`config.mk`:
```
export PLATFORM = sky130hd
export DESIGN_NAME = attn_head_top
export DESIGN_NICKNAME = d
export VERILOG_FILES = /design/src/common/attn_pkg.sv /design/src/rtl/attn_head_top.sv /design/src/softmax/exp2_weight_unit.sv /design/src/softmax/score_row_buffer.sv /design/src/score/score_mac.sv /design/src/rtl/attn_ctrl_fsm.sv /design/src/rtl/elem_counter.sv
export SDC_FILE = /design/constraint.sdc
export NUM_CORES = 1
export LEC_CHECK = 0
export BUFFER_PORTS_ARGS = -buffer_cell sky130_fd_sc_hd__buf_2
export CAP_MARGIN = 10
export CORE_UTILIZATION = 60
export CTS_CLUSTER_SIZE = 14
export DETAILED_ROUTE_END_ITERATION = 8
export HOLD_SLACK_MARGIN = 0.12
export PLACE_DENSITY = 0.77
export SLEW_MARGIN = 20
export SYNTH_ARGS = -nofsm -noshare
export SYNTH_HDL_FRONTEND = slang
export SYNTH_HIERARCHICAL = 1
export SYNTH_SLANG_ARGS = --single-unit
```
`constraint.sdc`:
```
create_clock -name clk -period 17.2 [get_ports clk]
set_input_delay 2.58 -clock clk [delete_from_list [all_inputs] [get_ports clk]]
set_output_delay 2.58 -clock clk [all_outputs]
set_load 0.005 [all_outputs]
```
`src/common/attn_pkg.sv`:
```
//*********************************************************************
// Attention row package with data widths, payload types and controller phases
//*********************************************************************
package attn_pkg;

    localparam int ELEM_W   = 8;   // Signed query and key elements
    localparam int SCORE_W  = 12;  // Signed scaled dot product
    localparam int WEIGHT_W = 9;   // 256 stands for 1.0
    localparam int SUM_W    = 13;  // Room for N weights of 256

    typedef logic signed [ELEM_W-1:0]  elem_t;
    typedef logic signed [SCORE_W-1:0] score_t;
    typedef logic [WEIGHT_W-1:0]       weight_t;
    typedef logic [SUM_W-1:0]          sum_t;

    // Row phases in the order a row walks through them
    typedef enum logic [1:0] {
        LOAD_Q,
        LOAD_K,
        EMIT,
        DRAIN
    } ctrl_state_t;

endpackage
```
`src/rtl/attn_head_top.sv`:
```
//*********************************************************************
// Attention row top level wiring the controller, index counter, MAC,
// row buffer and exp2 unit
//*********************************************************************
`timescale 1ns/100ps

module attn_head_top import attn_pkg::*; #(
    parameter int D           = 4,
    parameter int N           = 8,
    parameter int SCORE_SHIFT = 4,
    parameter int OUT_CREDITS = 4
) (
    input  logic    clk,
    input  logic    rst_n,
    input  logic    in_valid,
    input  elem_t   in_data,
    output logic    in_ready,
    output logic    out_valid,
    output weight_t out_weight,
    output sum_t    out_sum,
    output logic    out_last,
    input  logic    credit_return
);
    localparam int EW = (D > 1) ? $clog2(D) : 1;
    localparam int KW = (N > 1) ? $clog2(N) : 1;

    ctrl_state_t   phase;
    logic          count_en;
    logic          issue;
    logic [EW-1:0] elem_idx;
    logic [KW-1:0] key_idx;
    logic          elem_last;
    logic          key_last;
    logic          score_valid;
    score_t        score;
    logic          rd_valid;
    score_t        rd_score;
    logic          rd_last;
    score_t        row_max;

    attn_ctrl_fsm #(
        .N(N),
        .OUT_CREDITS(OUT_CREDITS)
    ) i_ctrl (
        .clk(clk),
        .rst_n(rst_n),
        .in_valid(in_valid),
        .elem_last(elem_last),
        .key_last(key_last),
        .score_valid(score_valid),
        .credit_return(credit_return),
        .phase(phase),
        .in_ready(in_ready),
        .count_en(count_en),
        .issue(issue)
    );

    elem_counter #(
        .D(D),
        .N(N)
    ) i_counter (
        .clk(clk),
        .rst_n(rst_n),
        .count_en(count_en),
        .phase(phase),
        .elem_idx(elem_idx),
        .key_idx(key_idx),
        .elem_last(elem_last),
        .key_last(key_last)
    );

    score_mac #(
        .D(D),
        .SCORE_SHIFT(SCORE_SHIFT)
    ) i_score_mac (
        .clk(clk), .rst_n(rst_n),
        .phase(phase),
        .in_valid(in_valid),
        .in_ready(in_ready),
        .in_data(in_data),
        .elem_idx(elem_idx),
        .elem_last(elem_last),
        .score_valid(score_valid),
        .score(score)
    );

    score_row_buffer #(
        .N(N)
    ) i_row_buffer (
        .clk(clk), .rst_n(rst_n),
        .phase(phase),
        .score_valid(score_valid),
        .score(score),
        .key_idx(key_idx),
        .issue(issue),
        .rd_valid(rd_valid),
        .rd_score(rd_score),
        .rd_last(rd_last),
        .row_max(row_max)
    );

    exp2_weight_unit i_exp2 (
        .clk(clk), .rst_n(rst_n),
        .rd_valid(rd_valid),
        .rd_score(rd_score),
        .rd_last(rd_last),
        .row_max(row_max),
        .out_valid(out_valid),
        .out_weight(out_weight),
        .out_sum(out_sum),
        .out_last(out_last)
    );

endmodule

```
`src/softmax/exp2_weight_unit.sv`:
```
//*********************************************************************
// Base-2 weight per score relative to the row maximum, running row sum
//*********************************************************************
`timescale 1ns/100ps

module exp2_weight_unit import attn_pkg::*; (
    input  logic    clk,
    input  logic    rst_n,
    input  logic    rd_valid,
    input  score_t  rd_score,
    input  logic    rd_last,
    input  score_t  row_max,
    output logic    out_valid,
    output weight_t out_weight,
    output sum_t    out_sum,
    output logic    out_last
);
    localparam weight_t WEIGHT_ONE = 9'd256;
    localparam int      EXP_CUTOFF = 9;   // 256 >> 9 and beyond is zero

    logic signed [SCORE_W:0] diff;   // One extra bit so max minus score never wraps
    weight_t                 w_nxt;
    sum_t                    sum_base;

    assign diff     = row_max - rd_score;
    assign w_nxt    = (diff >= EXP_CUTOFF) ? '0 : (WEIGHT_ONE >> diff);
    assign sum_base = (out_valid && out_last) ? '0 : out_sum;

    always_ff @(posedge clk) begin
        if (rd_valid)
            out_weight <= w_nxt;
    end

    always_ff @(posedge clk) begin
        if (!rst_n) begin
            out_valid <= 1'b0;
            out_last  <= 1'b0;
            out_sum   <= '0;
        end else begin
            out_valid <= rd_valid;
            out_last  <= rd_valid && rd_last;

            // Sum restarts after the last weight of a row
            if (rd_valid)
                out_sum <= sum_base + SUM_W'(w_nxt);
            else if (out_valid && out_last)
                out_sum <= '0;
        end
    end

endmodule

```
`src/softmax/score_row_buffer.sv`:
```
//*********************************************************************
// Row buffer for N scaled scores with a running row maximum
//*********************************************************************
`timescale 1ns/100ps

module score_row_buffer import attn_pkg::*; #(
    parameter int N  = 8,
    localparam int KW = (N > 1) ? $clog2(N) : 1
) (
    input  logic          clk,
    input  logic          rst_n,
    input  ctrl_state_t   phase,
    input  logic          score_valid,
    input  score_t        score,
    input  logic [KW-1:0] key_idx,
    input  logic          issue,
    output logic          rd_valid,
    output score_t        rd_score,
    output logic          rd_last,
    output score_t        row_max
);
    localparam score_t SCORE_MIN = {1'b1, {(SCORE_W - 1){1'b0}}};

    score_t        mem [N];
    logic [KW-1:0] wr_idx;

    // The key index has already moved on when the score of a key comes out
    // of the MAC, so the slot is the one before it
    assign wr_idx = (key_idx == '0) ? KW'(N - 1) : key_idx - 1'b1;

    always_ff @(posedge clk) begin
        if (score_valid)
            mem[wr_idx] <= score;
        if (issue)
            rd_score <= mem[key_idx];
    end

    always_ff @(posedge clk) begin
        if (!rst_n) begin
            rd_valid <= 1'b0;
            rd_last  <= 1'b0;
            row_max  <= SCORE_MIN;
        end else begin
            rd_valid <= issue;
            rd_last  <= issue && (key_idx == KW'(N - 1));

            if (phase == LOAD_Q)
                row_max <= SCORE_MIN;   // New row
            else if (score_valid && (score > row_max))
                row_max <= score;
        end
    end

endmodule

```
`src/score/score_mac.sv`:
```
//*********************************************************************
// Query register and dot-product MAC with arithmetic right-shift scaling
//*********************************************************************
`timescale 1ns/100ps

module score_mac import attn_pkg::*; #(
    parameter int D           = 4,
    parameter int SCORE_SHIFT = 4,
    localparam int EW = (D > 1) ? $clog2(D) : 1
) (
    input  logic          clk,
    input  logic          rst_n,
    input  ctrl_state_t   phase,
    input  logic          in_valid,
    input  logic          in_ready,
    input  elem_t         in_data,
    input  logic [EW-1:0] elem_idx,
    input  logic          elem_last,
    output logic          score_valid,
    output score_t        score
);
    // Full-precision sum of D products plus a guard bit
    localparam int ACC_W = 2 * ELEM_W + $clog2(D) + 1;

    elem_t                     q_reg [D];
    logic                      q_load;
    logic                      k_accept;
    logic signed [2*ELEM_W-1:0] prod;
    logic signed [ACC_W-1:0]   acc;
    logic signed [ACC_W-1:0]   acc_nxt;
    logic signed [ACC_W-1:0]   acc_shr;

    assign q_load   = in_valid && in_ready && (phase == LOAD_Q);
    assign k_accept = in_valid && in_ready && (phase == LOAD_K);

    assign prod    = in_data * q_reg[elem_idx];   // Signed 8x8
    assign acc_nxt = acc + prod;
    assign acc_shr = acc_nxt >>> SCORE_SHIFT;

    always_ff @(posedge clk) begin
        if (q_load)
            q_reg[elem_idx] <= in_data;
        if (k_accept && elem_last)
            score <= acc_shr[SCORE_W-1:0];   // Keep the low SCORE_W bits
    end

    always_ff @(posedge clk) begin
        if (!rst_n) begin
            acc         <= '0;
            score_valid <= 1'b0;
        end else begin
            score_valid <= k_accept && elem_last;
            if (phase == LOAD_Q)
                acc <= '0;
            else if (k_accept)
                acc <= elem_last ? '0 : acc_nxt;   // Fresh sum for the next key
        end
    end

endmodule

```
`src/rtl/attn_ctrl_fsm.sv`:
```
//*********************************************************************
// Row phase FSM with the output credit counter
//*********************************************************************
`timescale 1ns/100ps

module attn_ctrl_fsm import attn_pkg::*; #(
    parameter int N           = 8,
    parameter int OUT_CREDITS = 4
) (
    input  logic        clk,
    input  logic        rst_n,
    input  logic        in_valid,
    input  logic        elem_last,
    input  logic        key_last,
    input  logic        score_valid,
    input  logic        credit_return,
    output ctrl_state_t phase,
    output logic        in_ready,
    output logic        count_en,
    output logic        issue
);
    localparam int CW = $clog2(OUT_CREDITS + 1);
    localparam int SW = $clog2(N + 1);

    logic [CW-1:0] credits;
    logic [SW-1:0] score_cnt;   // Scores written so far in this row
    logic          keys_done;   // Last key element taken while its score is still in the MAC
    logic          accept;
    logic          last_score;

    // Input closes once the last key is in, so an early query beat waits
    assign in_ready   = (phase == LOAD_Q) || ((phase == LOAD_K) && !keys_done);
    assign accept     = in_valid && in_ready;
    assign issue      = (phase == EMIT) && (credits != '0);   // Credit taken here
    assign count_en   = (phase == EMIT) ? issue : accept;
    assign last_score = score_valid && (score_cnt == SW'(N - 1));

    always_ff @(posedge clk) begin
        if (!rst_n) begin
            phase     <= LOAD_Q;
            keys_done <= 1'b0;
            score_cnt <= '0;
            credits   <= CW'(OUT_CREDITS);
        end else begin
            credits <= credits + CW'(credit_return) - CW'(issue);

            case (phase)
                LOAD_Q: begin
                    if (accept && elem_last)
                        phase <= LOAD_K;
                end
                LOAD_K: begin
                    if (accept && elem_last && key_last)
                        keys_done <= 1'b1;
                    if (score_valid)
                        score_cnt <= score_cnt + 1'b1;
                    if (last_score) begin   // EMIT starts after the N-th write
                        phase     <= EMIT;
                        keys_done <= 1'b0;
                        score_cnt <= '0;
                    end
                end
                EMIT: begin
                    if (issue && key_last)
                        phase <= DRAIN;
                end
                DRAIN:   phase <= LOAD_Q;   // One idle cycle
                default: phase <= LOAD_Q;
            endcase
        end
    end

endmodule

```
`src/rtl/elem_counter.sv`:
```
//*********************************************************************
// Element and key index counter with wrap flags
//*********************************************************************
`timescale 1ns/100ps

module elem_counter import attn_pkg::*; #(
    parameter int D  = 4,
    parameter int N  = 8,
    localparam int EW = (D > 1) ? $clog2(D) : 1,
    localparam int KW = (N > 1) ? $clog2(N) : 1
) (
    input  logic          clk,
    input  logic          rst_n,
    input  logic          count_en,
    input  ctrl_state_t   phase,
    output logic [EW-1:0] elem_idx,
    output logic [KW-1:0] key_idx,
    output logic          elem_last,
    output logic          key_last
);
    ctrl_state_t   prev_phase;
    logic          phase_chg;
    logic [EW-1:0] elem_q, elem_nxt;
    logic [KW-1:0] key_q, key_nxt;

    // First cycle of a new phase sees both indices at zero
    assign phase_chg = (phase != prev_phase);
    assign elem_idx  = phase_chg ? '0 : elem_q;
    assign key_idx   = phase_chg ? '0 : key_q;
    assign elem_last = (elem_idx == EW'(D - 1));
    assign key_last  = (key_idx == KW'(N - 1));

    always_comb begin
        elem_nxt = elem_idx;
        key_nxt  = key_idx;
        if (count_en) begin
            if (phase == EMIT) begin
                key_nxt = key_last ? '0 : key_idx + 1'b1;   // One read per step
            end else if (elem_last) begin
                elem_nxt = '0;
                key_nxt  = key_last ? '0 : key_idx + 1'b1;
            end else begin
                elem_nxt = elem_idx + 1'b1;
            end
        end
    end

    always_ff @(posedge clk) begin
        if (!rst_n) begin
            prev_phase <= LOAD_Q;
            elem_q     <= '0;
            key_q      <= '0;
        end else begin
            prev_phase <= phase;
            elem_q     <= elem_nxt;
            key_q      <= key_nxt;
        end
    end

endmodule

```
==> results_dict.tcl, run 1 <==
set metrics [dict create \
    path_clk_slew_ps 60 \
    track_usage_pct 24.35 \
    hpwlAfterDp_mm 18.15 \
    critPathLaunchType "input port" \
    rr_worst_depth 19 \
    finalCritPeriodShare_pct 39.64 \
    r2r-start "i_ctrl/phase[0]" \
    r2r_end "i_score_mac/acc[15]" \
    holdBufCountCts 0 \
    syn_nets 1234 \
    synthTopCellsByArea "edfxtp_1 (37%), fa_1 (11%), dfxtp_1 (9.5%)" \
    grt-ovfl-total 0 \
    yosysUniqueCellTypes 82 \
    avgRoutedWirePerCell_um 18.64 \
    postCtsSetupBuffers 0 \
    regArea_mm2 0.006096 \
    layout-drive-gt1-share_pct 13.30 \
    rrSetupSlack_ps 10930 \
    finalSetupTns_ps 0 \
    viasPerCell 5.855 \
    gp_congestion 0.8850 \
    htree_levels 1 \
    arrival_ps 7210 \
    cts_buffers 24 \
    grt_pass1_vias 8428 \
    multi_input_area_mm2 0.006541 \
    start_util_pct 62.12 \
    clock_sinks 224 \
    synth_area_mm2 0.01322 \
    drc 0 \
    clock_path_buffers 3 \
    final_hold_viol_count 0 \
    grt_pass1_wl_mm 42.56 \
    cp_max_fo 12 \
    final_antenna_net_count 0 \
    wl_met2_mm 13.17 \
    core_mm2 0.02129 \
    synth_flop_cell "edfxtp_1" \
    yosysTopAreaCellShare_pct 36.56 \
    ctsRootBufferMaster "clkbuf_16" \
    grt_antenna_before_repair 0 \
    fin_nets 1285 \
    wl_met1_mm 11.15 \
    hold-path-endpoint "i_ctrl/keys_done" \
    cts_resized 0 \
    drt-pass1-iter-count 7 \
    hold_depth 2 \
    yosys.area.top_type "edfxtp_1" \
    min_from "i_ctrl/keys_done" \
    status "complete, no violations" \
    port-buffer-count 36 \
    grt_max_degree 38 \
    relSlewSlack_pct 28.34 \
    num_vias 8255 \
    synth_edf_count 161 \
    final.setup_skew_ps 10.18 \
    pin_count 37 \
    path_class "input port to register" \
    slew_viol_final 0 \
    drv_cap 0 \
    syn_to_final_growth_pct 9.424 \
    cp.required_ps 17600 \
    worst_pin_slew_ps 1071 \
    ys_async_sr_fraction_pct 0 \
    end_kind "register" \
    routed_wl_mm 26.28 \
    ys_ff_latch 224 \
    top_layer_used "met4" \
    insertion_delay_ps 510 \
    antennaDiodeCount 0 \
    synth.yosys.warnings 6 \
    die_x_um 150.5 \
    largest_reg_flops 96 \
    ys_seq_area_share_pct 46.10 \
    period_needed_ps 6818 \
    fmax_mhz 146.7 \
    drtIter0Drc 657 \
    finalSetupViolations 0 \
    fillCellCount 1508 \
    final_cell_mix "edfxtp_1 (161), inv_1 (124), ha_1 (82)" \
    std_cell_rows 53 \
    synth_cells 1066 \
    hold_path_class "register to register" \
    postSynthAreaPerCell_um2 12.41 \
    die_area_mm2 0.02264 \
    cts_tree "done" \
    wl_met3_mm 1.493 \
    die_h_um 150.5 \
    rsz0062_at_grt "no" \
    mostFrequentLayoutCell "edfxtp_1" \
]
==> worst max-delay path, stage by stage <==
cell	delay [ps]
buf_2	200
and2_1	450
inv_1	130
fa_1	520
inv_1	50
fa_1	510
fa_1	430
fa_1	510
fa_1	400
ha_1	350
a21o_1	210
a21oi_2	180
a32oi_2	140
a31oi_1	240
xnor2_1	110
a22o_1	200
==> logic make-up (layout without fill, tap and decap cells) <==
logic type | after synthesis | count (layout) | synth area share (%)
adder cells (fa/ha/maj) | 156 | 156 | 18.96
AND/OR/NAND/NOR | 282 | 282 | 11.37
multiplexers | 65 | 65 | 7.995
AO/OA/AOI/OAI | 150 | 150 | 8.289
XOR/XNOR | 41 | 41 | 2.716
buffers and inverters | 148 | 217 | 4.570
flip-flops | 224 | 224 | 46.10
==> per-layer routing <==
layer	global-route usage (%)	vias to the layer above
met4	5.808	0
met2	42.51	241
li1	-	3917
met5	0	-
met1	32.45	4057
met3	2.909	40
==> cell usage after synthesis, types with 19 or more instances <==
| library cell | instances |
|---|---|
| mux2i_1 | 19 |
| inv_1 | 124 |
| mux4_2 | 31 |
| xnor2_1 | 34 |
| dfxtp_1 | 63 |
| fa_1 | 74 |
| ha_1 | 82 |
| nand2_1 | 78 |
| nor2_1 | 45 |
| and2_1 | 54 |
| a21oi_1 | 34 |
| edfxtp_1 | 161 |
==> final cells by class <==
| class | count | share of cell area (%) |
|---|---|---|
| Clock buffer | 35 | 4.652 |
| Clock inverter | 9 | 0.5015 |
| Sequential cell | 224 | 42.13 |
| Tap cell | 275 | 2.378 |
| Inverter | 124 | 3.217 |
| Multi-Input combinational cell | 694 | 45.21 |
| Timing Repair Buffer | 49 | 1.920 |
==> how the worst max path moves through the flow <==
stage	start	end	slack, ps	cells past startpoint
2_1_floorplan	in_data[7]	i_score_mac/acc[14]	10400	15
3_3_place_gp	in_data[7]	i_score_mac/acc[15]	9970	16
3_5_place_dp	in_data[7]	i_score_mac/acc[14]	9870	16
4_1_cts	in_data[7]	i_score_mac/acc[14]	10390	16
5_1_grt	in_data[7]	i_score_mac/acc[15]	10140	16
6_report	in_data[7]	i_score_mac/acc[14]	10380	16
==> per-stage QoR <==
step / cell area [µm²] / hold WS (ps) / worst slack (ps) / utilization [%] / std cells
global placement: 13720 / 442.7 / 9974 / 64.44 / 1366
CTS: 14470 / 463.7 / 10390 / 67.98 / 1410
global route: 14470 / 500.0 / 10140 / 67.98 / 1410
detailed placement: 13720 / 449.5 / 9868 / 64.47 / 1366
finish: 14470 / 461.9 / 10380 / 67.98 / 1410
floorplan: 13220 / 432.0 / 10400 / - / 1066
Power of run 1 is left out: the tool's default activity adds up to more than one toggle a clock period on the data nets, which glitch-free logic cannot reach.
==> run 2, diff against run 1 <==
--- a/config.mk
+++ b/config.mk
@@ -5,6 +5,7 @@
 export SDC_FILE = /design/constraint.sdc
 export NUM_CORES = 1
 export LEC_CHECK = 0
+export ABC_AREA = 1
 export BUFFER_PORTS_ARGS = -buffer_cell sky130_fd_sc_hd__buf_2
 export CAP_MARGIN = 10
 export CORE_UTILIZATION = 60
==> constraint.sdc (replaced) <==
create_clock -name clk -period 6.8 [get_ports clk]
set_input_delay 1.02 -clock clk [delete_from_list [all_inputs] [get_ports clk]]
set_output_delay 1.02 -clock clk [all_outputs]
set_load 0.005 [all_outputs]
==> results_dict.tcl, run 2 <==
set metrics [dict create \
    status "finished, violations left" \
    violations "design-rule violations" \
    syn_nets 1650 \
    worst_path_dominant_cell_family "adder cells" \
    cp_max_fo 9 \
    end_kind "register" \
    htree_levels 1 \
    yosysUniqueCellTypes 46 \
    yosys.area.top_type "edfxtp_1" \
    ys_seq_area_share_pct 44.73 \
    num_vias 9735 \
    layout-drive-gt1-share_pct 9.314 \
    hpwlAfterDp_mm 20.12 \
    synth.yosys.warnings 6 \
    drt-pass1-iter-count 9 \
    fmax_mhz 160.2 \
    cp.required_ps 7070 \
    routed_wl_mm 27.62 \
    drc 4 \
    synth_flop_cell "edfxtp_1" \
    finalCritPeriodShare_pct 91.82 \
    pin_count 37 \
    port-buffer-count 36 \
    die_x_um 152.7 \
    die_h_um 152.7 \
    rsz0062_at_grt "no" \
    insertion_delay_ps 530 \
    holdBufCountCts 0 \
    die_area_mm2 0.02332 \
    path_class "register to register" \
    cts_buffers 24 \
    cts_tree "done" \
    critPathLaunchType "register" \
    grt_use_met3_pct 2.275 \
    clock_path_buffers 3 \
    core_mm2 0.02203 \
    start_util_pct 61.87 \
    grt_pass1_vias 9719 \
    viasPerCell 5.331 \
    period_needed_ps 6244 \
    finalSetupTns_ps 0 \
    synthTopCellsByArea "edfxtp_1 (35%), fa_1 (11%), dfxtp_1 (9.3%)" \
    track_usage_pct 24.44 \
    path_clk_slew_ps 60 \
    crit_buf_inv 7 \
    met1_usage_pct 31.55 \
    yosysTopAreaCellShare_pct 35.48 \
    postSynthAreaPerCell_um2 9.195 \
    std_cell_rows 54 \
    grt_pass1_wl_mm 46.17 \
    cts_resized 0 \
    grt_antenna_before_repair 0 \
    avgRoutedWirePerCell_um 15.13 \
    antennaDiodeCount 0 \
    relSlewSlack_pct 30.76 \
    postCtsSetupBuffers 0 \
    slowest_delay_ps 650 \
    ctsRootBufferMaster "clkbuf_16" \
    synth_area_mm2 0.01363 \
    cp_common_cell "inv_1" \
    final.setup_skew_ps 25.64 \
    clock_sinks 224 \
    ys_ff_latch 224 \
    synth.top_cells.by_count "nand2_1 (278), inv_1 (258), nor2_1 (201)" \
    grt_max_degree 52 \
    drv_cap 0 \
    slew_viol_final 0 \
    syn_to_final_growth_pct 9.788 \
    fin_nets 1696 \
    finalSetupViolations 0 \
    drtIter0Drc 633 \
    worst_pin_slew_ps 1035 \
    largest_reg_flops 96 \
    cpMaxStageDelayCell "fa_1" \
    post-synth-top-count-cell "nand2_1" \
    mostFrequentLayoutCell "nand2_1" \
    grt-ovfl-total 0 \
    final_hold_viol_count 0 \
    synth_cells 1482 \
    final_cell_mix "nand2_1 (278), inv_1 (258), nor2_1 (197)" \
    met2_usage_pct 43.80 \
    arrival_ps 6510 \
    synth_edf_count 161 \
    ys_async_sr_fraction_pct 0 \
    final_antenna_net_count 0 \
    gp_congestion 0.9110 \
    hold_path_class "register to register" \
    gr-max-usage-layer "met2" \
]
## run 2: final cells by class
cell class,instances,area [µm²]
clock buffer,34,678.2
fill,1715,7066
clock inverter,10,158.9
tap,280,350.3
inverter,266,1001
multi-input combinational,966,6421
sequential,224,6096
timing repair buffer,46,255.2
## run 2: cells by family (layout without fill, tap and decap cells)
kind of cell	Yosys count	in the layout	synth area share, %
buffers and inverters	292	356	8.291
AOI/OAI and AO/OA	183	183	8.328
DFF	224	224	44.73
and+or+nand+nor	611	611	19.22
xor gates and xnor gates	16	16	1.028
adders and majority gates	156	156	18.40
## run 2: through the flow
step / worst slack [ps] / area (µm²) / hold WS (ps) / util, % / std cells
6_report: 556.1 / 14960 / 451.4 / 67.92 / 1826
5_1_grt: 109.9 / 14960 / 462.7 / 67.92 / 1826
4_1_cts: 577.5 / 14950 / 445.7 / 67.85 / 1826
3_5_place_dp: 622.3 / 14110 / 430.6 / 64.05 / 1782
3_3_place_gp: 792.7 / 14100 / 436.9 / 64.03 / 1782
2_1_floorplan: 755.4 / 13630 / 393.6 / - / 1482
## run 2: final timing paths
path | depth (start not counted) | end | start | slack [ps]
worst min-delay path | 2 | i_exp2/out_last | i_row_buffer/rd_last | 450
worst min register to register | 2 | i_exp2/out_last | i_row_buffer/rd_last | 450
worst max register to register | 26 | i_score_mac/score[11] | i_ctrl/phase[0] | 560
worst max-delay path | 26 | i_score_mac/score[11] | i_ctrl/phase[0] | 560
## run 2: per-layer routing
metal  wire, µm  share of wire [%]
met4        702                2.5
met2      13920                 50
met5          0                  0
met1      11960                 43
met3       1038                3.8
## run 2: worst min-delay path: stages, from the launching register on
cell and delay, ps:
dfxtp_1 290, inv_1 60, nor2_1 50
Power of run 2 is left out for the same reason.
